### src/design/nn_ctrl_pkg.sv
// forward-pass sequencer definitions
// layer size tables, memory address widths and the packed structs that
// travel between the sequencer blocks and out of the top level

package nn_ctrl_pkg;

  // ------------------------------------------------------------
  // datapath and memory sizing
  // ------------------------------------------------------------

  localparam int data_w      = 16;
  localparam int lanes       = 4;
  localparam int num_layers  = 4;

  localparam int wt_addr_w   = 9;
  localparam int bias_addr_w = 2;
  localparam int int_addr_w  = 2;

  // ------------------------------------------------------------
  // basic types
  // ------------------------------------------------------------

  typedef logic [data_w*lanes-1:0] lane_vec_t;
  typedef logic [1:0]              layer_idx_t;
  typedef logic [2:0]              neuron_idx_t;

  typedef enum logic [2:0] {
    idle,
    load_inp,
    load_mem,
    acc,
    done
  } phase_t;

  // ------------------------------------------------------------
  // per-layer tables, indexed by layer number
  // ------------------------------------------------------------

  localparam neuron_idx_t layer_neurons [num_layers] = '{3'd4, 3'd6, 3'd3, 3'd5};

  // each weight base is the running sum of the earlier layers' neuron counts
  localparam logic [wt_addr_w-1:0] weight_base [num_layers] =
    '{9'd0, 9'd4, 9'd10, 9'd13};

  // one bias word per layer
  localparam logic [bias_addr_w-1:0] bias_base [num_layers] =
    '{2'd0, 2'd1, 2'd2, 2'd3};

  // ------------------------------------------------------------
  // handshake payloads and control bundles
  // ------------------------------------------------------------

  typedef struct packed {
    logic use_target;
  } cmd_t;

  typedef struct packed {
    logic      use_target;
    lane_vec_t result;
  } resp_t;

  // accm_clr is active low, so a zero word keeps the accumulator cleared
  typedef struct packed {
    logic piso_load;
    logic piso_shift;
    logic accm_en;
    logic accm_clr;
    logic accm_init;
  } dp_ctrl_t;

  typedef struct packed {
    logic                 en;
    logic                 target;
    logic [wt_addr_w-1:0] addr;
  } wt_req_t;

  typedef struct packed {
    logic                   en;
    logic                   target;
    logic [bias_addr_w-1:0] addr;
  } bias_req_t;

  typedef struct packed {
    logic                  en;
    logic [int_addr_w-1:0] addr;
    lane_vec_t             data;
  } int_wr_t;

endpackage

### src/design/fwd_layer_fsm.sv
// forward-pass sequencing FSM
// accepts a command, walks every layer through load_inp, load_mem and
// one acc cycle per neuron, then holds the response until it is taken

module fwd_layer_fsm (
  input  logic                    clk,
  input  logic                    rst_b,
  input  nn_ctrl_pkg::cmd_t       cmd,
  input  logic                    cmd_valid,
  output logic                    cmd_ready,
  input  nn_ctrl_pkg::lane_vec_t  int_out_q,
  output nn_ctrl_pkg::resp_t      resp,
  output logic                    resp_valid,
  input  logic                    resp_ready,
  output nn_ctrl_pkg::phase_t     phase,
  output nn_ctrl_pkg::layer_idx_t layer_idx,
  output nn_ctrl_pkg::neuron_idx_t neuron_idx,
  output logic                    net_target,
  output nn_ctrl_pkg::dp_ctrl_t   dp_ctrl
);

  nn_ctrl_pkg::phase_t      phase_nxt;
  nn_ctrl_pkg::neuron_idx_t last_neuron;
  nn_ctrl_pkg::lane_vec_t   result_q;
  logic                     last_layer;
  logic                     layer_end;
  logic                     cmd_fire;

  assign cmd_fire    = cmd_valid && cmd_ready;
  assign last_neuron = nn_ctrl_pkg::layer_neurons[layer_idx] - 3'd1;
  assign last_layer  = (layer_idx == nn_ctrl_pkg::layer_idx_t'(nn_ctrl_pkg::num_layers - 1));
  assign layer_end   = (phase == nn_ctrl_pkg::acc) && (neuron_idx == last_neuron);

  // ------------------------------------------------------------
  // phase sequencing
  // ------------------------------------------------------------

  always_comb begin
    phase_nxt = phase;
    case (phase)
      nn_ctrl_pkg::idle: begin
        if (cmd_fire) begin
          phase_nxt = nn_ctrl_pkg::load_inp;
        end
      end
      nn_ctrl_pkg::load_inp: phase_nxt = nn_ctrl_pkg::load_mem;
      nn_ctrl_pkg::load_mem: phase_nxt = nn_ctrl_pkg::acc;
      nn_ctrl_pkg::acc: begin
        if (layer_end) begin
          phase_nxt = last_layer ? nn_ctrl_pkg::done : nn_ctrl_pkg::load_inp;
        end
      end
      nn_ctrl_pkg::done: begin
        if (resp_ready) begin
          phase_nxt = nn_ctrl_pkg::idle;
        end
      end
      default: phase_nxt = nn_ctrl_pkg::idle;
    endcase
  end

  always_ff @(posedge clk or negedge rst_b) begin
    if (!rst_b) begin
      phase      <= nn_ctrl_pkg::idle;
      layer_idx  <= '0;
      neuron_idx <= '0;
      net_target <= 1'b0;
    end else begin
      phase <= phase_nxt;
      if (cmd_fire) begin
        net_target <= cmd.use_target;
        layer_idx  <= '0;
      end
      // neuron count restarts for every layer, layer count steps at its last neuron
      if (phase == nn_ctrl_pkg::load_inp) begin
        neuron_idx <= '0;
      end else if (phase == nn_ctrl_pkg::acc) begin
        neuron_idx <= neuron_idx + 3'd1;
      end
      if (layer_end && !last_layer) begin
        layer_idx <= layer_idx + 2'd1;
      end
    end
  end

  // the final layer output is valid on the edge that enters done
  always_ff @(posedge clk) begin
    if (layer_end && last_layer) begin
      result_q <= int_out_q;
    end
  end

  // ------------------------------------------------------------
  // handshake and datapath control decode
  // ------------------------------------------------------------

  assign cmd_ready       = (phase == nn_ctrl_pkg::idle);
  assign resp_valid      = (phase == nn_ctrl_pkg::done);
  assign resp.use_target = net_target;
  assign resp.result     = result_q;

  always_comb begin
    dp_ctrl            = '0;
    dp_ctrl.piso_load  = (phase == nn_ctrl_pkg::load_inp);
    dp_ctrl.piso_shift = (phase == nn_ctrl_pkg::acc);
    dp_ctrl.accm_en    = (phase == nn_ctrl_pkg::acc);
    // accumulator leaves clear only while a layer streams its weights
    dp_ctrl.accm_clr   = (phase == nn_ctrl_pkg::acc);
    // first neuron of a layer starts the sum from the bias
    dp_ctrl.accm_init  = (phase == nn_ctrl_pkg::acc) && (neuron_idx == '0);
  end

endmodule

### src/design/param_addr_gen.sv
// weight and bias read-address generator
// issues one bias read per layer and one weight read per neuron, tagged
// with the target or model network selection

module param_addr_gen (
  input  logic                    clk,
  input  logic                    rst_b,
  input  nn_ctrl_pkg::phase_t     phase,
  input  nn_ctrl_pkg::layer_idx_t layer_idx,
  input  logic                    net_target,
  output nn_ctrl_pkg::wt_req_t    wt_req,
  output nn_ctrl_pkg::bias_req_t  bias_req
);

  logic [nn_ctrl_pkg::wt_addr_w-1:0] wt_addr_q;

  // ------------------------------------------------------------
  // weight address register
  // ------------------------------------------------------------

  // loaded with the layer base ahead of the first acc cycle, then it
  // steps once per neuron so every acc cycle sees its own weight row
  always_ff @(posedge clk or negedge rst_b) begin
    if (!rst_b) begin
      wt_addr_q <= '0;
    end else begin
      case (phase)
        nn_ctrl_pkg::load_mem: wt_addr_q <= nn_ctrl_pkg::weight_base[layer_idx];
        nn_ctrl_pkg::acc:      wt_addr_q <= wt_addr_q + 9'd1;
        default:               wt_addr_q <= wt_addr_q;
      endcase
    end
  end

  // ------------------------------------------------------------
  // read requests
  // ------------------------------------------------------------

  always_comb begin
    wt_req.en     = (phase == nn_ctrl_pkg::acc);
    wt_req.target = net_target;
    wt_req.addr   = wt_addr_q;
  end

  // bias word is fetched while the input register settles
  always_comb begin
    bias_req.en     = (phase == nn_ctrl_pkg::load_mem);
    bias_req.target = net_target;
    bias_req.addr   = nn_ctrl_pkg::bias_base[layer_idx];
  end

endmodule

### src/design/int_op_writer.sv
// intermediate-output write-back unit
// captures the datapath output when the next layer loads its inputs and
// writes it to the intermediate-output memory one cycle later

module int_op_writer (
  input  logic                    clk,
  input  logic                    rst_b,
  input  nn_ctrl_pkg::phase_t     phase,
  input  nn_ctrl_pkg::layer_idx_t layer_idx,
  input  nn_ctrl_pkg::lane_vec_t  int_out_q,
  output nn_ctrl_pkg::int_wr_t    int_wr
);

  nn_ctrl_pkg::lane_vec_t             cap_q;
  logic [nn_ctrl_pkg::int_addr_w-1:0] wr_addr_q;
  logic                               wr_en;

  // layer 0 starts from the network input, so nothing to store yet
  assign wr_en = (phase == nn_ctrl_pkg::load_mem) && (layer_idx != '0);

  always_ff @(posedge clk) begin
    if (phase == nn_ctrl_pkg::load_inp) begin
      cap_q <= int_out_q;
    end
  end

  // write address restarts while idle and advances after every write
  always_ff @(posedge clk or negedge rst_b) begin
    if (!rst_b) begin
      wr_addr_q <= '0;
    end else if (phase == nn_ctrl_pkg::idle) begin
      wr_addr_q <= '0;
    end else if (wr_en) begin
      wr_addr_q <= wr_addr_q + 2'd1;
    end
  end

  always_comb begin
    int_wr.en   = wr_en;
    int_wr.addr = wr_addr_q;
    int_wr.data = cap_q;
  end

endmodule

### src/design/fwd_pass_ctrl.sv
// forward-pass controller top level
// ties the sequencing FSM to the parameter address generator and the
// intermediate-output write-back unit

module fwd_pass_ctrl (
  input  logic                   clk,
  input  logic                   rst_b,
  input  nn_ctrl_pkg::cmd_t      cmd,
  input  logic                   cmd_valid,
  output logic                   cmd_ready,
  output nn_ctrl_pkg::resp_t     resp,
  output logic                   resp_valid,
  input  logic                   resp_ready,
  input  nn_ctrl_pkg::lane_vec_t int_out_q,
  output nn_ctrl_pkg::dp_ctrl_t  dp_ctrl,
  output nn_ctrl_pkg::wt_req_t   wt_req,
  output nn_ctrl_pkg::bias_req_t bias_req,
  output nn_ctrl_pkg::int_wr_t   int_wr
);

  // ------------------------------------------------------------
  // sequencer state shared by the three blocks
  // ------------------------------------------------------------

  nn_ctrl_pkg::phase_t      phase;
  nn_ctrl_pkg::layer_idx_t  layer_idx;
  logic                     net_target;

  fwd_layer_fsm u_fsm (
    .clk        (clk),
    .rst_b      (rst_b),
    .cmd        (cmd),
    .cmd_valid  (cmd_valid),
    .cmd_ready  (cmd_ready),
    .int_out_q  (int_out_q),
    .resp       (resp),
    .resp_valid (resp_valid),
    .resp_ready (resp_ready),
    .phase      (phase),
    .layer_idx  (layer_idx),
    .neuron_idx (),
    .net_target (net_target),
    .dp_ctrl    (dp_ctrl)
  );

  param_addr_gen u_addr_gen (
    .clk        (clk),
    .rst_b      (rst_b),
    .phase      (phase),
    .layer_idx  (layer_idx),
    .net_target (net_target),
    .wt_req     (wt_req),
    .bias_req   (bias_req)
  );

  int_op_writer u_int_wr (
    .clk        (clk),
    .rst_b      (rst_b),
    .phase      (phase),
    .layer_idx  (layer_idx),
    .int_out_q  (int_out_q),
    .int_wr     (int_wr)
  );

endmodule

### config.mk
export PLATFORM = sky130hd
export DESIGN_NAME = fwd_pass_ctrl
export DESIGN_NICKNAME = d
export VERILOG_FILES = /design/src/design/nn_ctrl_pkg.sv /design/src/design/fwd_layer_fsm.sv /design/src/design/param_addr_gen.sv /design/src/design/int_op_writer.sv /design/src/design/fwd_pass_ctrl.sv
export SDC_FILE = /design/constraint.sdc
export NUM_CORES = 1
export LEC_CHECK = 0
export BUFFER_PORTS_ARGS = -buffer_cell sky130_fd_sc_hd__buf_2
export CAP_MARGIN = 10
export CORE_MARGIN = 5
export CORE_UTILIZATION = 35
export CTS_CLUSTER_DIAMETER = 120
export DETAILED_ROUTE_END_ITERATION = 12
export PLACE_DENSITY = 0.73
export SKIP_LAST_GASP = 1
export SLEW_MARGIN = 20
export SYNTH_ARGS = -nofsm -noshare
export SYNTH_HDL_FRONTEND = slang
export SYNTH_HIERARCHICAL = 1
export SYNTH_SLANG_ARGS = --single-unit
### constraint.sdc
create_clock -name clk -period 9.67 [get_ports clk]
set_input_delay 0.4835 -clock clk [delete_from_list [all_inputs] [get_ports clk]]
set_output_delay 0.4835 -clock clk [all_outputs]
set_load 0.02 [all_outputs]
# == After elaboration in Yosys (flattened, before gate mapping) ==
# Index checks and enable logic that the tools add are counted.
# classes
n_addsub,5
magnitude_cmp,1
eq_ne,9
n_mux,21
bitwise,1
reduce_logical,15
# op_table
op,count
2-to-1 mux 3 bit,8
binary-select mux 9 bit (select 2 bit),1
2-to-1 mux 9 bit,2
case mux 9 bit (2 select lines),1
case mux 3 bit (5 select lines),1
2-to-1 mux 2 bit,6
nonzero test 2 bit,5
adder 9 x 1 -> 9 bit (second input constant),1
binary-select mux 3 bit (select 2 bit),1
equality test 3 x 2 -> 1 bit (second input constant),2
logical AND 1 bit,6
logical NOT 3 bit,2
adder 2 x 1 -> 2 bit (second input constant),2
binary-select mux 2 bit (select 2 bit),1
!= test 2 x 1 -> 1 bit (second input constant),2
adder 3 x 1 -> 3 bit (second input constant),1
equality test 3 x 1 -> 1 bit (second input constant),1
equality test 3 bit,1
equality test 3 bit (second input constant),1
greater-or-equal comparator 3 bit (second input constant),1
inverter 2 -> 3 bit,1
AND reduction 3 bit,1
subtractor 3 x 1 -> 3 bit (second input constant),1
equality test 2 bit (second input constant),1
2 further kinds,2
# word_totals
reg_bits,148
output_inout_bits,154
wordCells,60

# == Logic depth before layout (Yosys ltp) ==
# Gate-level depths: netlist of run 1.
# logic_depth
word_depth,9
ltp_mapped,5

# == Hierarchy ==
# Netlist of run 1, hierarchy kept.
# modules_own_cells
mod,instances,cells_each,area_each_um2,seq_area_each_um2
fwd_layer_fsm,1,119,2456.1,2147.1
int_op_writer,1,79,2067.0,1971.9
param_addr_gen,1,70,611.8,225.2

# == Least setup slack after synthesis of run 1 ==
# OpenSTA, ideal clock, no wires.
# synth_timing
path_type,register to register
start,register u_fsm.phase[2]
end,"register u_int_wr.cap_q[0], enable pin"
setup_time_ns,0.578
arrival_time_ns,5.210
required_ns,9.092
path_slack_ns,3.882
stages_incl_launch_ff,2
n_path_buf,0
period_less_slack_ns,5.788
cell_sequence,dfrtp_1 > nor3b_1
# synth_between
elab_chain_cells,1
# synth_rtl
element,line,source
"start, declared",fwd_layer_fsm.sv:15,"output nn_ctrl_pkg::phase_t phase,"
"start signal, assigned",fwd_layer_fsm.sv:64,phase <= nn_ctrl_pkg::idle;
"start signal, assigned",fwd_layer_fsm.sv:69,phase <= phase_nxt;
equality test 3 x 1 -> 1 bit,int_op_writer.sv:22,if (phase == nn_ctrl_pkg::load_inp) begin
"end signal, assigned",int_op_writer.sv:23,cap_q <= int_out_q;
"end, declared",int_op_writer.sv:14,nn_ctrl_pkg::lane_vec_t cap_q;
# Every way passes these cells.
# A chain may end at the register's enable or synchronous reset.

# == Worst setup path in the final report of run 1 ==
# layout_timing
start,register u_fsm.phase[0]
end,"register u_fsm.result_q[50], enable pin"
# layout_between
elab_chain_cells,3
# layout_rtl
element,line,source
equality test 3 x 2 -> 1 bit,fwd_layer_fsm.sv:32,assign layer_end = (phase == nn_ctrl_pkg::acc) && (neuron_idx == last_neuron);
logical AND 1 bit,fwd_layer_fsm.sv:32,
logical AND 1 bit,fwd_layer_fsm.sv:88,if (layer_end && last_layer) begin
"end signal, assigned",fwd_layer_fsm.sv:89,result_q <= int_out_q;
"end, declared",fwd_layer_fsm.sv:24,nn_ctrl_pkg::lane_vec_t result_q;
# Every way passes these cells.

==> flow_summary.ini, run 1 <==
[outcome]
outcome = completed

[pwr]
total_power_mw = 1.93
pwr-share-seq_pct = 46.0
p_clk_share_pct = 31.2
ir_drop_mv = 0.198
leakagePower_nw = 2.87
power.density_nw_per_um2 = 277
combPwrFrac_pct = 22.7
switching_power_mw = 0.637
swShare_pct = 33.1
intPower_mw = 1.29

[route]
wl_per_cell_um = 18.0
top_layer = met5
wl_met2_mm = 6.24
drtIter0Drc = 203
drc = 0
drt-met1-wl_mm = 5.10
drtAntennaViolNets = 0
routed_wl_mm = 12.5
via_per_inst = 4.67
vias = 3244
wl_met3_mm = 1.01
firstDrtPassIters = 4

[synth]
synthMuxAreaShare_pct = 1.22
synthTopCellsByArea = edfxtp_1 75%, dfrtp_1 9.7%, buf_4 1.2%
ys_seq_area_share_pct = 84.6
ys.flop_type = edfxtp_1
synth_cells = 268
ys_ff_latch = 148
synthAdderAreaFrac_pct = 0.975
synth-edff-count = 128
yosysUniqueCellTypes = 46
ys_top_cells_by_count = 128 x edfxtp_1, 20 x dfrtp_1, 13 x nand2_1, 9 x inv_1, 9 x o21ai_0
yosysMostFrequentCell = edfxtp_1
avgSynthCellArea_um2 = 19.2
synthSimpleGateAreaFrac_pct = 6.26
synth_top_family_by_area = simple AND/OR/NAND/NOR gates
yosysWarnings = 6
syn-num-nets = 341
synth_compound_area_share_pct = 4.51
async_flop_share_pct = 13.5
syn_area_um2 = 5130
synth_xor_area_share_pct = 0.171
yosys.area.top_type_share_pct = 74.9
yosys.area.top_type = edfxtp_1

[critical_path]
crit_type = reg -> reg
end_kind = flop
cp_cell_sequence = nand3b_1, inv_1, and3_2, buf_4
cp.required_ns = 9.70
cp_top_family = flip-flops
setup.worst_path.start_class = flop
r2r_start = u_fsm/phase[0]$_DFFE_PN0P_
r2r-end = u_fsm/result_q[50]$_DFFE_PP_
critPathSlowestCell = dfrtp_1
path_buf_inv = 2
slowest_delay_ns = 0.96
cp_max_fo = 64
worst-r2r-cell-count = 4
reg2reg_slack_ns = 6.89
critical_path_arrival_ns = 2.82

[grt]
first_global_vias = 3304
grt_pass1_wl_mm = 19.0
grt_usage_pct = 14.3
antenna_found_initial = 1
grt_max_degree = 65
overflow = 0

[finish]
nets = 571
areaGrowthSynthToFinish_pct = 35.6
drive_gt1_share_pct = 51.5
fin_util_pct = 48.1
fillCellCount = 1234
insertedDiodeCount = 0

[clocking]
clockBufferDepth = 2
clkLatencyLatePin_ns = 0.41
cts_tree = built
cts_resized = 0
postCtsHoldBufs = 0
cts_sinks = 148
h-tree-depth = 4
post_cts_buffers = 0
cts-root-buf = clkbuf_16
cts_buffers = 17
clkTransAtPathRegs_ns = 0.07

[sta]
setup_tns_ns = 0
period_needed_ns = 2.78
clock_skew_ns = 0.0116
drv_slew = 0
slew_headroom_pct = 37.6
worst_pin_slew_ns = 0.936
period_share_pct = 28.8
setup_viol = 0
holdWs_ns = 0.0173
hold_viol_final = 0
timing.fmax_ghz = 0.359
rsz0062_at_grt = false

[placed_design]
dpl.hpwl_mm = 9.10
gp_congestion = 0.810
io_buffers = 222

[die]
ios = 223
dieArea_um2 = 17200
fp.coreArea_um2 = 14500
initial_utilization_pct = 35.5
die_w_um = 131
fp.dieH_um = 131
row_count = 44

[job]
cap_violations = 0

[worst_hold_path]
worstHoldPathType = in -> async
## layout make-up
type / count / area [µm²] / area share, %
sequential: 148 / 4340 / 62.4
timing repair buffer: 224 / 1130 / 16.2
multi-input combinational: 98 / 681 / 9.78
clock buffer: 17 / 425 / 6.11
tap: 184 / 230 / 3.31
clock inverter: 15 / 121 / 1.74
inverter: 9 / 33.8 / 0.485
## sequential cells by signal (all words and copies together) (netlist names)
| name | cells |
|---|---|
| u_fsm/phase | 3 |
| u_fsm/layer_idx | 2 |
| u_fsm/net_target | 1 |
| u_int_wr/cap_q | 64 |
| u_fsm/result_q | 64 |
| u_int_wr/wr_addr_q | 2 |
| u_addr_gen/wt_addr_q | 9 |
| u_fsm/neuron_idx | 3 |
## per-stage QoR
| step | cells | worst slack, ns | area, µm² |
|---|---|---|---|
| floorplan | 268 | 3.88 | 5130 |
| global placement | 663 | 7.03 | 6410 |
| detailed placement | 663 | 6.94 | 6410 |
| CTS | 695 | 6.91 | 6960 |
| global route | 695 | 6.70 | 6960 |
| finish | 695 | 6.89 | 6960 |
## power groups by stage
| stage | sequential, mW | clock, mW | combinational (mW) |
|---|---|---|---|
| after floorplan | 0.962 | 0 | 0.238 |
| after global placement | 0.892 | 0 | 0.433 |
| after detailed placement | 0.899 | 0 | 0.442 |
| after CTS | 0.886 | 0.618 | 0.444 |
| after global routing | 0.900 | 0.648 | 0.478 |
| final | 0.886 | 0.602 | 0.437 |
## worst register-to-register path: stages (launching register included)
cell and delay (ns):
dfrtp_1 0.96, nand3b_1 0.32, inv_1 0.22, and3_2 0.20, buf_4 0.62
## metal layers
metal | global-route usage, % | up-vias
li1 | - | 1499
met1 | 17.1 | 1574
met2 | 23.5 | 158
met3 | 5.96 | 11
met4 | 4.33 | 2
met5 | 0 | -
## layout by cell type (no fill, tap or decap), types with 5 or more instances in the layout
| master | n |
|---|---|
| buf_2 | 222 |
| inv_1 | 9 |
| nor3b_1 | 5 |
| nand3_1 | 6 |
| dfrtp_1 | 20 |
| inv_6 | 5 |
| a21oi_1 | 6 |
| o21ai_0 | 9 |
| nand2_1 | 13 |
| edfxtp_1 | 128 |
| clkbuf_16 | 17 |
## worst max path at each step
stage                                     startpoint                      endpoint  slack, ns  cells after the start
final                     u_fsm/phase[0]$_DFFE_PN0P_  u_fsm/result_q[50]$_DFFE_PP_       6.89                      4
after global routing      u_fsm/phase[0]$_DFFE_PN0P_  u_fsm/result_q[50]$_DFFE_PP_       6.70                      4
after CTS                 u_fsm/phase[0]$_DFFE_PN0P_  u_fsm/result_q[61]$_DFFE_PP_       6.91                      4
after detailed placement  u_fsm/phase[0]$_DFFE_PN0P_  u_fsm/result_q[62]$_DFFE_PP_       6.94                      4
after global placement    u_fsm/phase[0]$_DFFE_PN0P_  u_fsm/result_q[62]$_DFFE_PP_       7.03                      4
after floorplan           u_fsm/phase[2]$_DFFE_PN0P_   u_int_wr/cap_q[0]$_DFFE_PN_       3.88                      1
## kinds of logic (layout without fill, tap and decap cells)
| logic type | count (synthesis) | after routing |
|---|---|---|
| AO/OA/AOI/OAI | 33 | 33 |
| XOR/XNOR | 1 | 1 |
| adder cells (fa/ha/maj) | 4 | 4 |
| buffers and inverters | 22 | 265 |
| flip-flops | 148 | 148 |
| multiplexers | 6 | 6 |
| AND/OR/NAND/NOR | 54 | 54 |
No activity file was read; power rests on OpenSTA's default activity.
==> run 2, diff against run 1 <==
--- a/config.mk
+++ b/config.mk
@@ -5,6 +5,7 @@
 export SDC_FILE = /design/constraint.sdc
 export NUM_CORES = 1
 export LEC_CHECK = 0
+export ABC_AREA = 1
 export BUFFER_PORTS_ARGS = -buffer_cell sky130_fd_sc_hd__buf_2
 export CAP_MARGIN = 10
 export CORE_MARGIN = 5
==> constraint.sdc (replaced) <==
create_clock -name clk -period 2.8 [get_ports clk]
set_input_delay 0.14 -clock clk [delete_from_list [all_inputs] [get_ports clk]]
set_output_delay 0.14 -clock clk [all_outputs]
set_load 0.02 [all_outputs]
==> run 2 against run 1 <==
Compared with the run above: sequential share of layout area is 6.6 points lower; combinational power rose to 4.6 times the previous value; final cell count grew 18%; register-to-register slack worse by 6.0 ns; highest routed layer is now met4.
==> flow_summary.ini, run 2 <==
[placed_design]
place_inst = 718
gp_congestion = 0.886
io_buffers = 222
dpl.hpwl_mm = 9.98
dp_slack_ns = 0.910
place_area_um2 = 6550

[critical_path]
setup.worst_path.start_class = flop
cp_max_fo = 64
critical_path_arrival_ns = 1.98
worstSetupEndpoint = u_fsm/result_q[52]$_DFFE_PP_
r2r-end = u_fsm/result_q[52]$_DFFE_PP_
crit_type = reg -> reg
worst-r2r-cell-count = 4
cp-startpoint = u_fsm/layer_idx[1]$_DFFE_PN0P_
reg2reg_slack_ns = 0.89
cp.required_ns = 2.87
r2r_start = u_fsm/layer_idx[1]$_DFFE_PN0P_
end_kind = flop

[finish]
mostFrequentLayoutCells = 222 x buf_2, 128 x edfxtp_1, 68 x dlygate4sd3_1, 51 x nand2_1, 26 x inv_1
reg_top3 = u_fsm/result_q x64, u_int_wr/cap_q x64, u_addr_gen/wt_addr_q x9
drive_gt1_share_pct = 43.8
final_cells = 818
areaGrowthSynthToFinish_pct = 49.8
final_common_cell = buf_2
nets = 694
insertedDiodeCount = 0
fin_util_pct = 53.7
final_area_um2 = 7800

[clocking]
clkLatencyLatePin_ns = 0.41
cts_resized = 0
h-tree-depth = 4
post_cts_buffers = 0
cts-root-buf = clkbuf_16
cts_tree = built
clockBufferDepth = 2
clkTransAtPathRegs_ns = 0.07
postCtsHoldBufs = 68
cts_buffers = 17
cts_sinks = 148

[sta]
holdWs_ns = 0.0787
period_share_pct = 68.2
worst_pin_slew_ns = 0.475
setup_tns_ns = 0
rsz0062_at_grt = false
hold_viol_final = 0
period_needed_ns = 1.91
slew_headroom_pct = 68.3
timing.fmax_ghz = 0.524
clock_skew_ns = 0.00960
drv_slew = 0
setup_viol = 0
finalWorstSetupSlack_ns = 0.892

[synth]
yosysWarnings = 6
ys.flop_type = edfxtp_1
synth_cells = 319
synthTopCellsByArea = edfxtp_1 74%, dfrtp_1 9.6%, nand2_1 3.8%
yosysUniqueCellTypes = 23
yosys.area.top_type_share_pct = 73.9
yosysMostFrequentCell = edfxtp_1
syn-num-nets = 392
async_flop_share_pct = 13.5
yosys.area.top_type = edfxtp_1
ys_top_cells_by_count = 128 x edfxtp_1, 52 x nand2_1, 26 x inv_1, 21 x nand3_1
ys_ff_latch = 148
ys_seq_area_share_pct = 83.5
avgSynthCellArea_um2 = 16.3
synth-edff-count = 128
syn_area_um2 = 5200

[pwr]
total_power_mw = 7.28
ir_drop_mv = 0.544
pwr-share-seq_pct = 43.5
swShare_pct = 35.6
p_clk_share_pct = 29.0
power.density_nw_per_um2 = 934
leakagePower_nw = 3.36
combPwrFrac_pct = 27.5
switching_power_mw = 2.59
intPower_mw = 4.69

[route]
routed_wl_mm = 14.1
drtAntennaViolNets = 0
wl_per_cell_um = 17.3
via_per_inst = 4.48
vias = 3661
drtIter0Drc = 175
drc = 0
firstDrtPassIters = 4

[grt]
grt_pass1_wl_mm = 22.4
first_global_vias = 3848
overflow = 0
grt_max_degree = 65
antenna_found_initial = 0
grt_usage_pct = 16.5

[die]
fp.dieH_um = 132
initial_utilization_pct = 35.8
dieArea_um2 = 17400
row_count = 44
ios = 223
fp.coreArea_um2 = 14500
die_w_um = 132

[outcome]
outcome = completed

[worst_hold_path]
worstHoldPathType = in -> reg
hold_start = cmd_valid

[job]
cap_violations = 0
==> run 2: cell count changes after synthesis, moves of 6 or more <==
cell | previous run | this run
nor3b_1 | 6 | 0
nand2_1 | 13 | 52
inv_1 | 9 | 26
nor2_1 | 3 | 20
nand3_1 | 6 | 21
inv_2 | 0 | 6
==> run 2: critical path: stages, from the launching register on <==
cell and delay, ns:
dfrtp_1 0.56, xor2_1 0.31, nand2_1 0.16, nor3_4 0.17, buf_12 0.34
==> run 2: how the worst min path moves through the flow <==
stage | cells past startpoint | endpoint
after floorplan | 0 | u_addr_gen/wt_addr_q[0]$_DFFE_PN0P_
after detailed placement | 1 | u_fsm/neuron_idx[0]$_DFFE_PN0P_
after global placement | 1 | u_fsm/neuron_idx[1]$_DFFE_PN0P_
after CTS | 4 | u_fsm/net_target$_DFFE_PN0P_
after global routing | 4 | u_fsm/net_target$_DFFE_PN0P_
final | 4 | u_fsm/net_target$_DFFE_PN0P_
==> run 2: power groups by stage <==
stage | combinational, mW | clock, mW | sequential, mW
finish | 2.00 | 2.11 | 3.16
CTS | 2.01 | 2.18 | 3.16
floorplan | 0.896 | 0 | 3.58
global placement | 1.91 | 0 | 3.17
global route | 2.18 | 2.30 | 3.21
detailed placement | 1.93 | 0 | 3.20
==> run 2: layout make-up <==
class | instances | area [µm²]
Clock buffer | 17 | 425
Sequential cell | 148 | 4350
Clock inverter | 15 | 144
Timing Repair Buffer | 292 | 1830
Multi-Input combinational cell | 130 | 698
Inverter | 32 | 120
Fill cell | 1155 | 6740
Tap cell | 184 | 230
==> run 2: cells by family after synthesis <==
| group | count (synthesis) | synth area share (%) |
|---|---|---|
| AOI/OAI and AO/OA | 9 | 0.914 |
| and+or+nand+nor | 114 | 10.5 |
| adders and majority gates | 4 | 0.962 |
| xor gates and xnor gates | 3 | 0.505 |
| DFF | 148 | 83.5 |
| buffers and inverters | 41 | 3.68 |
==> run 2: routing by layer <==
layer | wire, µm | part of all wire (%) | GRT usage, %
met4 | 191 | 1.4 | 5.31
met2 | 7400 | 52 | 28.5
met1 | 5350 | 38 | 19.0
met3 | 1190 | 8.5 | 6.22
met5 | 0 | 0 | 0
